## src/logic/midi_pkg.sv

```systemverilog
package midi_pkg;

    ////////////////////
    // Status byte nibbles
    ////////////////////

    // Channel voice messages carry the channel in the low nibble
    localparam logic [3:0] STATUS_NOTE_OFF      = 4'h8;
    localparam logic [3:0] STATUS_NOTE_ON       = 4'h9;
    localparam logic [3:0] STATUS_POLY_AT       = 4'hA;
    localparam logic [3:0] STATUS_CTRL_CHANGE   = 4'hB;
    localparam logic [3:0] STATUS_PROG_CHANGE   = 4'hC;
    localparam logic [3:0] STATUS_CHAN_PRESSURE = 4'hD;
    localparam logic [3:0] STATUS_PITCH_BEND    = 4'hE;
    // System common and realtime
    localparam logic [3:0] STATUS_SYSTEM        = 4'hF;

    // F8 and above are realtime and never touch running status
    localparam logic [7:0] STATUS_REALTIME_MIN  = 8'hF8;

    ////////////////////
    // Message tracking
    ////////////////////

    // Running status kind
    typedef enum logic [2:0] {
        MSG_NONE,
        MSG_NOTE_OFF,
        MSG_NOTE_ON,
        MSG_POLY_AT,
        MSG_CTRL_CHANGE,
        MSG_PROG_CHANGE,
        MSG_CHAN_PRESSURE,
        MSG_PITCH_BEND
    } msg_kind_t;

    // Position of a byte within its message
    typedef enum logic [1:0] {
        BYTE_IGNORED,
        BYTE_FIRST,
        BYTE_SECOND
    } byte_class_t;

    // Tracker to decoders
    typedef struct packed {
        msg_kind_t   kind;
        logic [3:0]  channel;
        byte_class_t byte_class;
        logic [6:0]  data;
    } byte_info_t;

    ////////////////////
    // Decoded events
    ////////////////////

    typedef struct packed {
        logic [3:0] channel;
        logic [6:0] controller;
        logic [6:0] value;
    } cc_event_t;

    typedef struct packed {
        logic [3:0] channel;
        logic [6:0] program_num;
    } pc_event_t;

    // on is clear for Note Off and for Note On with velocity zero
    typedef struct packed {
        logic       on;
        logic [3:0] channel;
        logic [6:0] key;
        logic [6:0] velocity;
    } note_event_t;

endpackage

```

## src/logic/midi_status_tracker.sv

```systemverilog
module midi_status_tracker (
    input  logic                 clk,
    input  logic                 reset_reg_N,
    input  logic                 trig_seq,
    input  logic [7:0]           seq_databyte,
    output midi_pkg::byte_info_t byte_info,
    output logic                 byte_strobe
);

    // Running status
    midi_pkg::msg_kind_t   run_kind;
    logic [3:0]            run_channel;
    // Low when the next data byte is a first byte
    logic                  data_pos;

    // Classification of the byte on seq_databyte
    midi_pkg::msg_kind_t   status_kind;
    midi_pkg::byte_class_t next_class;
    logic                  is_status;
    logic                  is_realtime;
    logic                  is_system;
    logic                  one_data_byte;

    // Upper status nibble to message kind
    function automatic midi_pkg::msg_kind_t kind_of(input logic [3:0] nibble);
        midi_pkg::msg_kind_t kind;
        case (nibble)
            midi_pkg::STATUS_NOTE_OFF:      kind = midi_pkg::MSG_NOTE_OFF;
            midi_pkg::STATUS_NOTE_ON:       kind = midi_pkg::MSG_NOTE_ON;
            midi_pkg::STATUS_POLY_AT:       kind = midi_pkg::MSG_POLY_AT;
            midi_pkg::STATUS_CTRL_CHANGE:   kind = midi_pkg::MSG_CTRL_CHANGE;
            midi_pkg::STATUS_PROG_CHANGE:   kind = midi_pkg::MSG_PROG_CHANGE;
            midi_pkg::STATUS_CHAN_PRESSURE: kind = midi_pkg::MSG_CHAN_PRESSURE;
            midi_pkg::STATUS_PITCH_BEND:    kind = midi_pkg::MSG_PITCH_BEND;
            default:                        kind = midi_pkg::MSG_NONE;
        endcase
        return kind;
    endfunction

    ////////////////////
    // Byte classification
    ////////////////////

    always_comb begin
        is_status   = seq_databyte[7];
        is_realtime = seq_databyte >= midi_pkg::STATUS_REALTIME_MIN;
        // F0..F7, cancels running status
        is_system   = is_status && !is_realtime &&
                      (seq_databyte[7:4] == midi_pkg::STATUS_SYSTEM);
        status_kind = kind_of(seq_databyte[7:4]);

        // Program change and channel pressure carry a single data byte
        one_data_byte = (run_kind == midi_pkg::MSG_PROG_CHANGE) ||
                        (run_kind == midi_pkg::MSG_CHAN_PRESSURE);

        if (is_status || run_kind == midi_pkg::MSG_NONE) begin
            next_class = midi_pkg::BYTE_IGNORED;
        end else if (one_data_byte || !data_pos) begin
            next_class = midi_pkg::BYTE_FIRST;
        end else begin
            next_class = midi_pkg::BYTE_SECOND;
        end
    end

    ////////////////////
    // Running status
    ////////////////////

    always_ff @(posedge clk) begin
        if (!reset_reg_N) begin
            run_kind    <= midi_pkg::MSG_NONE;
            run_channel <= '0;
            data_pos    <= 1'b0;
        end else if (trig_seq) begin
            if (is_realtime) begin
                // Realtime leaves everything as is
                data_pos <= data_pos;
            end else if (is_system) begin
                run_kind <= midi_pkg::MSG_NONE;
                data_pos <= 1'b0;
            end else if (is_status) begin
                run_kind    <= status_kind;
                run_channel <= seq_databyte[3:0];
                data_pos    <= 1'b0;
            end else if (next_class == midi_pkg::BYTE_FIRST && !one_data_byte) begin
                data_pos <= 1'b1;
            end else if (next_class == midi_pkg::BYTE_SECOND) begin
                // Wrap for running status
                data_pos <= 1'b0;
            end
        end
    end

    // Strobe only for data bytes that belong to a message
    always_ff @(posedge clk) begin
        if (!reset_reg_N) begin
            byte_strobe <= 1'b0;
        end else begin
            byte_strobe <= trig_seq && (next_class != midi_pkg::BYTE_IGNORED);
        end
    end

    // Classified byte, qualified by byte_strobe
    always_ff @(posedge clk) begin
        if (trig_seq && next_class != midi_pkg::BYTE_IGNORED) begin
            byte_info <= '{kind:       run_kind,
                           channel:    run_channel,
                           byte_class: next_class,
                           data:       seq_databyte[6:0]};
        end
    end

endmodule

```

## src/logic/controller_cmd_inst.sv

```systemverilog
module controller_cmd_inst (
    input  logic                 clk,
    input  logic                 reset_reg_N,
    input  midi_pkg::byte_info_t byte_info,
    input  logic                 byte_strobe,
    output logic                 cc_strobe,
    output midi_pkg::cc_event_t  cc_event,
    output logic                 pc_strobe,
    output midi_pkg::pc_event_t  pc_event
);

    // Controller number waiting for its value byte
    logic [6:0] cc_controller;
    logic       is_cc;
    logic       is_pc;

    // Only strobed bytes of the matching kind
    assign is_cc = byte_strobe && (byte_info.kind == midi_pkg::MSG_CTRL_CHANGE);
    assign is_pc = byte_strobe && (byte_info.kind == midi_pkg::MSG_PROG_CHANGE);

    ////////////////////
    // Control Change
    ////////////////////

    always_ff @(posedge clk) begin
        if (!reset_reg_N) begin
            cc_strobe     <= 1'b0;
            cc_event      <= '0;
            cc_controller <= '0;
        end else begin
            cc_strobe <= 1'b0;
            if (is_cc) begin
                if (byte_info.byte_class == midi_pkg::BYTE_FIRST) begin
                    // Controller number waits for the value byte
                    cc_controller <= byte_info.data;
                end else if (byte_info.byte_class == midi_pkg::BYTE_SECOND) begin
                    cc_event <= '{channel:    byte_info.channel,
                                  controller: cc_controller,
                                  value:      byte_info.data};
                    cc_strobe <= 1'b1;
                end
            end
        end
    end

    ////////////////////
    // Program Change
    ////////////////////

    always_ff @(posedge clk) begin
        if (!reset_reg_N) begin
            pc_strobe <= 1'b0;
            pc_event  <= '0;
        end else begin
            pc_strobe <= 1'b0;
            // Single data byte completes the message
            if (is_pc && byte_info.byte_class == midi_pkg::BYTE_FIRST) begin
                pc_event  <= '{channel:     byte_info.channel,
                               program_num: byte_info.data};
                pc_strobe <= 1'b1;
            end
        end
    end

endmodule

```

## src/logic/note_cmd_decoder.sv

```systemverilog
module note_cmd_decoder (
    input  logic                  clk,
    input  logic                  reset_reg_N,
    input  midi_pkg::byte_info_t  byte_info,
    input  logic                  byte_strobe,
    output logic                  note_strobe,
    output midi_pkg::note_event_t note_event
);

    // Key number waiting for its velocity byte
    logic [6:0] note_key;
    logic       is_note;
    logic       is_note_on;
    logic       note_on_now;

    ////////////////////
    // Message qualification
    ////////////////////

    always_comb begin
        is_note_on = byte_info.kind == midi_pkg::MSG_NOTE_ON;
        // Note On and Note Off share one byte layout
        is_note    = byte_strobe &&
                     (is_note_on || byte_info.kind == midi_pkg::MSG_NOTE_OFF);
        // Note On with velocity zero counts as Note Off
        note_on_now = is_note_on && (byte_info.data != 7'd0);
    end

    ////////////////////
    // Key and velocity
    ////////////////////

    always_ff @(posedge clk) begin
        if (!reset_reg_N) begin
            note_strobe <= 1'b0;
            note_event  <= '0;
            note_key    <= '0;
        end else begin
            note_strobe <= 1'b0;
            if (is_note) begin
                case (byte_info.byte_class)
                    midi_pkg::BYTE_FIRST: begin
                        // Key held until the velocity arrives
                        note_key <= byte_info.data;
                    end
                    midi_pkg::BYTE_SECOND: begin
                        // Velocity completes the event
                        note_event <= '{on:       note_on_now,
                                        channel:  byte_info.channel,
                                        key:      note_key,
                                        velocity: byte_info.data};
                        note_strobe <= 1'b1;
                    end
                endcase
            end
        end
    end

endmodule

```

## src/logic/midi_cmd_top.sv

```systemverilog
module midi_cmd_top (
    input  logic                  clk,
    input  logic                  reset_reg_N,
    input  logic                  trig_seq,
    input  logic [7:0]            seq_databyte,
    output logic                  cc_strobe,
    output midi_pkg::cc_event_t   cc_event,
    output logic                  pc_strobe,
    output midi_pkg::pc_event_t   pc_event,
    output logic                  note_strobe,
    output midi_pkg::note_event_t note_event
);

    // Classified data byte, shared by both decoders
    midi_pkg::byte_info_t byte_info;
    logic                 byte_strobe;

    ////////////////////
    // Running status and byte position
    ////////////////////

    midi_status_tracker i_midi_status_tracker (
        .clk          (clk),
        .reset_reg_N  (reset_reg_N),
        .trig_seq     (trig_seq),
        .seq_databyte (seq_databyte),
        .byte_info    (byte_info),
        .byte_strobe  (byte_strobe)
    );

    ////////////////////
    // Decoders
    ////////////////////

    // CC and program change
    controller_cmd_inst i_controller_cmd_inst (
        .clk         (clk),
        .reset_reg_N (reset_reg_N),
        .byte_info   (byte_info),
        .byte_strobe (byte_strobe),
        .cc_strobe   (cc_strobe),
        .cc_event    (cc_event),
        .pc_strobe   (pc_strobe),
        .pc_event    (pc_event)
    );

    // Note on and note off
    note_cmd_decoder i_note_cmd_decoder (
        .clk         (clk),
        .reset_reg_N (reset_reg_N),
        .byte_info   (byte_info),
        .byte_strobe (byte_strobe),
        .note_strobe (note_strobe),
        .note_event  (note_event)
    );

endmodule

```

## config.mk

```make
export PLATFORM = sky130hd
export DESIGN_NAME = midi_cmd_top
export DESIGN_NICKNAME = d
export VERILOG_FILES = /design/src/logic/midi_pkg.sv /design/src/logic/midi_status_tracker.sv /design/src/logic/controller_cmd_inst.sv /design/src/logic/note_cmd_decoder.sv /design/src/logic/midi_cmd_top.sv
export SDC_FILE = /design/constraint.sdc
export NUM_CORES = 1
export LEC_CHECK = 0
export ABC_AREA = 1
export BUFFER_PORTS_ARGS = -buffer_cell sky130_fd_sc_hd__buf_2
export CELL_PAD_IN_SITES_DETAIL_PLACEMENT = 2
export CELL_PAD_IN_SITES_GLOBAL_PLACEMENT = 2
export CORE_ASPECT_RATIO = 0.6
export CORE_MARGIN = 4
export CORE_UTILIZATION = 33
export CTS_CLUSTER_DIAMETER = 80
export DETAILED_ROUTE_END_ITERATION = 12
export HOLD_SLACK_MARGIN = 0.08
export PLACE_DENSITY_LB_ADDON = 0.25
export SLEW_MARGIN = 5
export SYNTH_ARGS = -nofsm -noshare
export SYNTH_HDL_FRONTEND = slang
export SYNTH_HIERARCHICAL = 1
export SYNTH_SLANG_ARGS = --single-unit
```

## constraint.sdc

```tcl
create_clock -name clk -period 4.2 [get_ports clk]
set_clock_uncertainty 0.2 [all_clocks]
set_input_delay 0.42 -clock clk [delete_from_list [all_inputs] [get_ports clk]]
set_output_delay 0.42 -clock clk [all_outputs]
set_load 0.005 [all_outputs]
```

* Word level (Yosys, flattened, before mapping)
Index checks and enable logic that the tools add are counted.
Cells by class: $add $sub $neg 0, multipliers 0, div/mod/pow operators 0, $lt $le $gt $ge 1, eq/ne operators 18, shift operators 0, mux-type cells 11, bitwise operators 5, reductions and logical operators 30
Operator list (count):
- $eq A4 B4 Y1 const B | 8
- $pmux W3 S7 | 1
- $eq A3 B3 Y1 const B | 4
- $logic_and A1 B1 Y1 | 9
- $reduce_and A3 Y1 | 3
- $ge A8 B8 Y1 const B | 1
- $reduce_and A2 Y1 | 4
- $reduce_bool A7 Y1 | 1
- $mux W1 | 6
- $mux W3 | 2
- $not A1 Y1 | 5
- $eq A2 B1 Y1 const B | 2
- $eq A2 B2 Y1 const B | 2
- $logic_or A1 B1 Y1 | 4
- $mux W2 | 2
- $reduce_and A4 Y1 | 1
- $reduce_bool A2 Y1 | 2
- $reduce_bool A4 Y1 | 1
- $eq A3 B1 Y1 const B | 1
- $eq A3 B2 Y1 const B | 1
- $logic_not A1 Y1 | 3
- $logic_not A3 Y1 | 1
- $reduce_or A3 Y1 | 1
Word-level totals: bits in registers 90, latch bits 0, RAM bits 0, bits in read-only memories 0, bits of input ports 11, output and inout port bits 51, logic and storage cells 87, memories 0

* Longest topological paths before layout
word-level depth 10, depth in mapped cells 8, depth with buffers taken out 8

* Hierarchy
The synthesis kept the hierarchy.
Modules (own cells, without submodules):
- controller_cmd_inst | times used 1, cells each 298, area an instance 1828.0 µm², seq. area each 760.7 µm²
- note_cmd_decoder | times used 1, cells each 187, area an instance 1181.1 µm², seq. area each 540.5 µm²
- midi_status_tracker | times used 1, cells each 88, area an instance 928.4 µm², seq. area each 660.6 µm²

* Least setup slack after synthesis
OpenSTA, ideal clock, no wires.
path type reg-to-reg, start reg i_midi_status_tracker.run_kind[1], end reg, netlist name i_midi_status_tracker/byte_info[0], library setup time 0.388 ns, arrival time 1.381 ns, required time 3.612 ns, setup slack 2.230 ns, stages on the path, launching flop included 7, path buffers 0, period minus slack after synthesis 1.970 ns, cells stage by stage dfxtp_1 > inv_1 > nand2_1 > nor2_2 > nor2_2 > inv_1 > nor2_1
Between the ends: cells in the longest elaborated chain, start to end 7, elaborated cells between the ends (all ways) 10, classes of those cells eq/ne (2); mux (2); reduce/logical (6)
Ends and longest elaborated chain:
- start, declared | line midi_status_tracker.sv:11 | midi_pkg::msg_kind_t run_kind;
- start signal, assigned | line midi_status_tracker.sv:71 | run_kind <= midi_pkg::MSG_NONE;
- start signal, assigned | line midi_status_tracker.sv:79 | run_kind <= midi_pkg::MSG_NONE;
- start signal, assigned | line midi_status_tracker.sv:82 | run_kind <= status_kind;
- $eq A3 B3 Y1 (on tied branches) | line midi_status_tracker.sv:53, midi_status_tracker.sv:54
- $logic_or A1 B1 Y1 | line midi_status_tracker.sv:53 | one_data_byte = (run_kind == midi_pkg::MSG_PROG_CHANGE) ||
- $logic_or A1 B1 Y1 | line midi_status_tracker.sv:58 | end else if (one_data_byte || !data_pos) begin
- $mux W2 | line midi_status_tracker.sv:58
- $mux W2 * | line midi_status_tracker.sv:56 | if (is_status || run_kind == midi_pkg::MSG_NONE) begin
- $reduce_bool A2 Y1 * | line midi_status_tracker.sv:105 | if (trig_seq && next_class != midi_pkg::BYTE_IGNORED) begin
- $logic_and A1 B1 Y1 * | line midi_status_tracker.sv:105
Every way passes the cells marked *; elsewhere a longest branch is shown, timed or not. A chain may end at the register's enable or synchronous reset.

* Worst setup path after layout
start reg, netlist name i_midi_status_tracker/byte_info[15], end reg, netlist name i_note_cmd_decoder/note_event[17]
Between the ends: cells in the longest elaborated chain, start to end 4, elaborated cells between the ends (all ways) 5, classes of those cells eq/ne (2); reduce/logical (3)
Ends and longest elaborated chain:
- $eq A3 B2 Y1 or $eq A3 B1 Y1 (tied branches) | line note_cmd_decoder.sv:21, note_cmd_decoder.sv:24
- $logic_or A1 B1 Y1 * | line note_cmd_decoder.sv:24 | (is_note_on || byte_info.kind == midi_pkg::MSG_NOTE_OFF);
- $logic_and A1 B1 Y1 * | line note_cmd_decoder.sv:23 | is_note = byte_strobe &&
- $reduce_and A2 Y1 (no source line) *
Marks and branches as above.

==> qor.yml <==
floorplanning:
  fp.dieH_um: 92.6
  initial_core_util_pct: 34.3
  io_pins: 62
  dieArea_um2: 13800
  core_area_um2: 11500
  num_rows: 30
  die_x_um: 149
detailed_routing:
  wl_met1_um: 5600
  routed_via_density: 4.48
  drc: 0
  firstDrtPassIters: 4
  routed_wl_um: 11700
  routed.top_layer: "met4"
  routed-wl-met2_um: 5560
  wl_per_cell_um: 14.7
  dr_wl_met3_um: 408
  ant_nets: 0
  drtIter0Drc: 136
  via_count: 3573
sta:
  slew_headroom_pct: 31.1
  finalHoldViolations: 0
  maxSlewViolCount: 0
  rsz0062_at_grt: "no"
  finalSetupViolations: 0
  holdWs_ns: 0.105
  max_slew.worst_pin.slew_ns: 1.03
  period_needed_ns: 2.18
  fin_tns_setup_ns: 0
  clock.fmax_mhz: 459
  period_share_pct: 51.8
placement:
  routabilityCongestion: 0.737
  dpl.hpwl_um: 8270
  post_dp_cell_area_um2: 4350
  io_buffers: 61
synth:
  async_flop_share_pct: 0
  netlist.area_leader.share_pct: 37.6
  synth_commonest_cells: "nand2_1, inv_1, nor2_1, dfxtp_1, nand3_1"
  ys.flop_type: "dfxtp_1"
  synth.most_common_cell: "nand2_1"
  yosys_warnings: 6
  netlist_area_um2: 3940
  synth.largest_area_cell: "dfxtp_1"
  synth_cells: 573
  synth_edf_count: 16
  synth_nets: 584
  ys_ff_latch: 90
  synth.area.top_cells: "dfxtp_1, nand2_1, inv_1"
  synth.distinct_cells: 21
  avgSynthCellArea_um2: 6.87
  ys_seq_area_share_pct: 49.8
worst_setup_path:
  worstSetupStartpointType: "flop"
  arrival_ns: 2.24
  critPathKind: "flop to flop"
  cp-end-kind: "flop"
  reg2regPathDepth: 7
  cp_max_fo: 39
  cp_data_required_time_ns: 4.26
global_routing:
  grt_max_degree: 56
  grt_pass1_wl_um: 19700
  grt_overflow: 0
  grt_pass1_vias: 3890
  grt_antenna_before_repair: 0
  track_usage_pct: 18.1
clock_tree:
  cts_resized: 0
  h-tree-depth: 3
  clock_latency_ns: 0.34
  cts_setup_buffers: 0
  clockRootBuffer: "clkbuf_16"
  clk_pin_slew_ns: 0.06
  cts_made_buffers: 9
  cts_max_path_buffers: 2
  postCtsHoldBufs: 4
  cts.sinks: 90
  cts_tree: "built"
status:
  status: "completed"
cells_and_area:
  drive_above_1_share_pct: 14.9
  fin_util_pct: 41.1
  antenna_cells_inserted: 0
  stdcell_area_um2: 4720
  area_growth_pct: 19.8
  fin_nets: 643
hold_path:
  whs_path_depth: 1
  hp-class: "primary input to flop"
power_and_ir_drop:
  power.density_nw_per_um2: 393
  ir_worst_vdd_uv: 205
  power_leakage_nw: 2.49
  total_power_mw: 1.85
run:
  max_cap_viol_count: 0
[sequential cells by signal (all words and copies together) (netlist names), 3 cells and up]
name / cells
i_controller_cmd_inst/pc_event: 11
i_midi_status_tracker/run_channel: 4
i_controller_cmd_inst/cc_controller: 7
i_note_cmd_decoder/note_key: 7
i_midi_status_tracker/byte_info: 16
i_midi_status_tracker/run_kind: 3
i_controller_cmd_inst/cc_event: 18
i_note_cmd_decoder/note_event: 19
[logic make-up after synthesis]
group | Yosys count | synth area share, %
AOI/OAI and AO/OA | 12 | 1.53
DFF | 90 | 49.8
and+or+nand+nor | 315 | 32.9
buffers and inverters | 156 | 15.8
[layer usage]
metal,vias up,global-route usage [%]
met2,47,30.5
met3,12,4.16
met1,1747,23.4
met5,-,0
li1,1767,-
met4,0,4.95
[cells in the final DEF, fill, tap and decap left out]
cell           count
nor3_1             1
o21ai_1            1
o21ai_0            7
clkbuf_8           1
nor2_2             4
nand2_2            2
nand2_1          145
clkbuf_16         10
buf_4              2
nand3_4            1
a21oi_1            4
nand3_2            3
nand3_1           41
dfxtp_1           74
inv_2              4
buf_2             61
clkinv_1           1
nor2_1           116
inv_6              2
nor2_4             2
dlygate4sd3_1      4
clkinv_2           2
bufinv_16          1
inv_1            132
edfxtp_1          16
[worst paths after layout]
kind | endpoint | startpoint | slack [ns]
worst max-delay path | i_note_cmd_decoder/note_event[17] | i_midi_status_tracker/byte_info[15] | 2.02
worst min-delay path | i_midi_status_tracker/byte_info[4] | seq_databyte[4] | 0.11
worst max register to register | i_note_cmd_decoder/note_event[17] | i_midi_status_tracker/byte_info[15] | 2.02
worst min register to register | i_midi_status_tracker/byte_info[11] | i_midi_status_tracker/run_channel[2] | 0.23
[through the flow]
stage	setup WS (ns)	cells
3_3_place_gp	2.14	777
2_1_floorplan	2.23	573
3_5_place_dp	2.08	777
4_1_cts	1.97	797
5_1_grt	1.78	797
6_report	2.02	797
[worst max-delay path, cell delays in order (launching register included)]
cell	delay, ns
edfxtp_1	0.44
inv_2	0.10
nand3_1	0.10
nand2_1	0.14
nand3_2	0.62
nand2_1	0.24
nand2_1	0.07
nor2_1	0.18
[where the power goes]
group,total [mW],switching (mW),internal [mW],leakage (nW)
sequential,0.902,0.0113,0.891,0.746
clock,0.865,0.349,0.516,0.161
combinational,0.0854,0.0602,0.0253,1.58
[cell type report]
type,instances,area [µm²]
multi-input cells,327,1360
well taps,160,200
flip-flops and latches,90,1960
clock inverters,5,57.6
fillers,1402,6770
clock buffers,11,264
repair buffers,67,360
inverters,137,514
(Power assumes the default switching activity.)
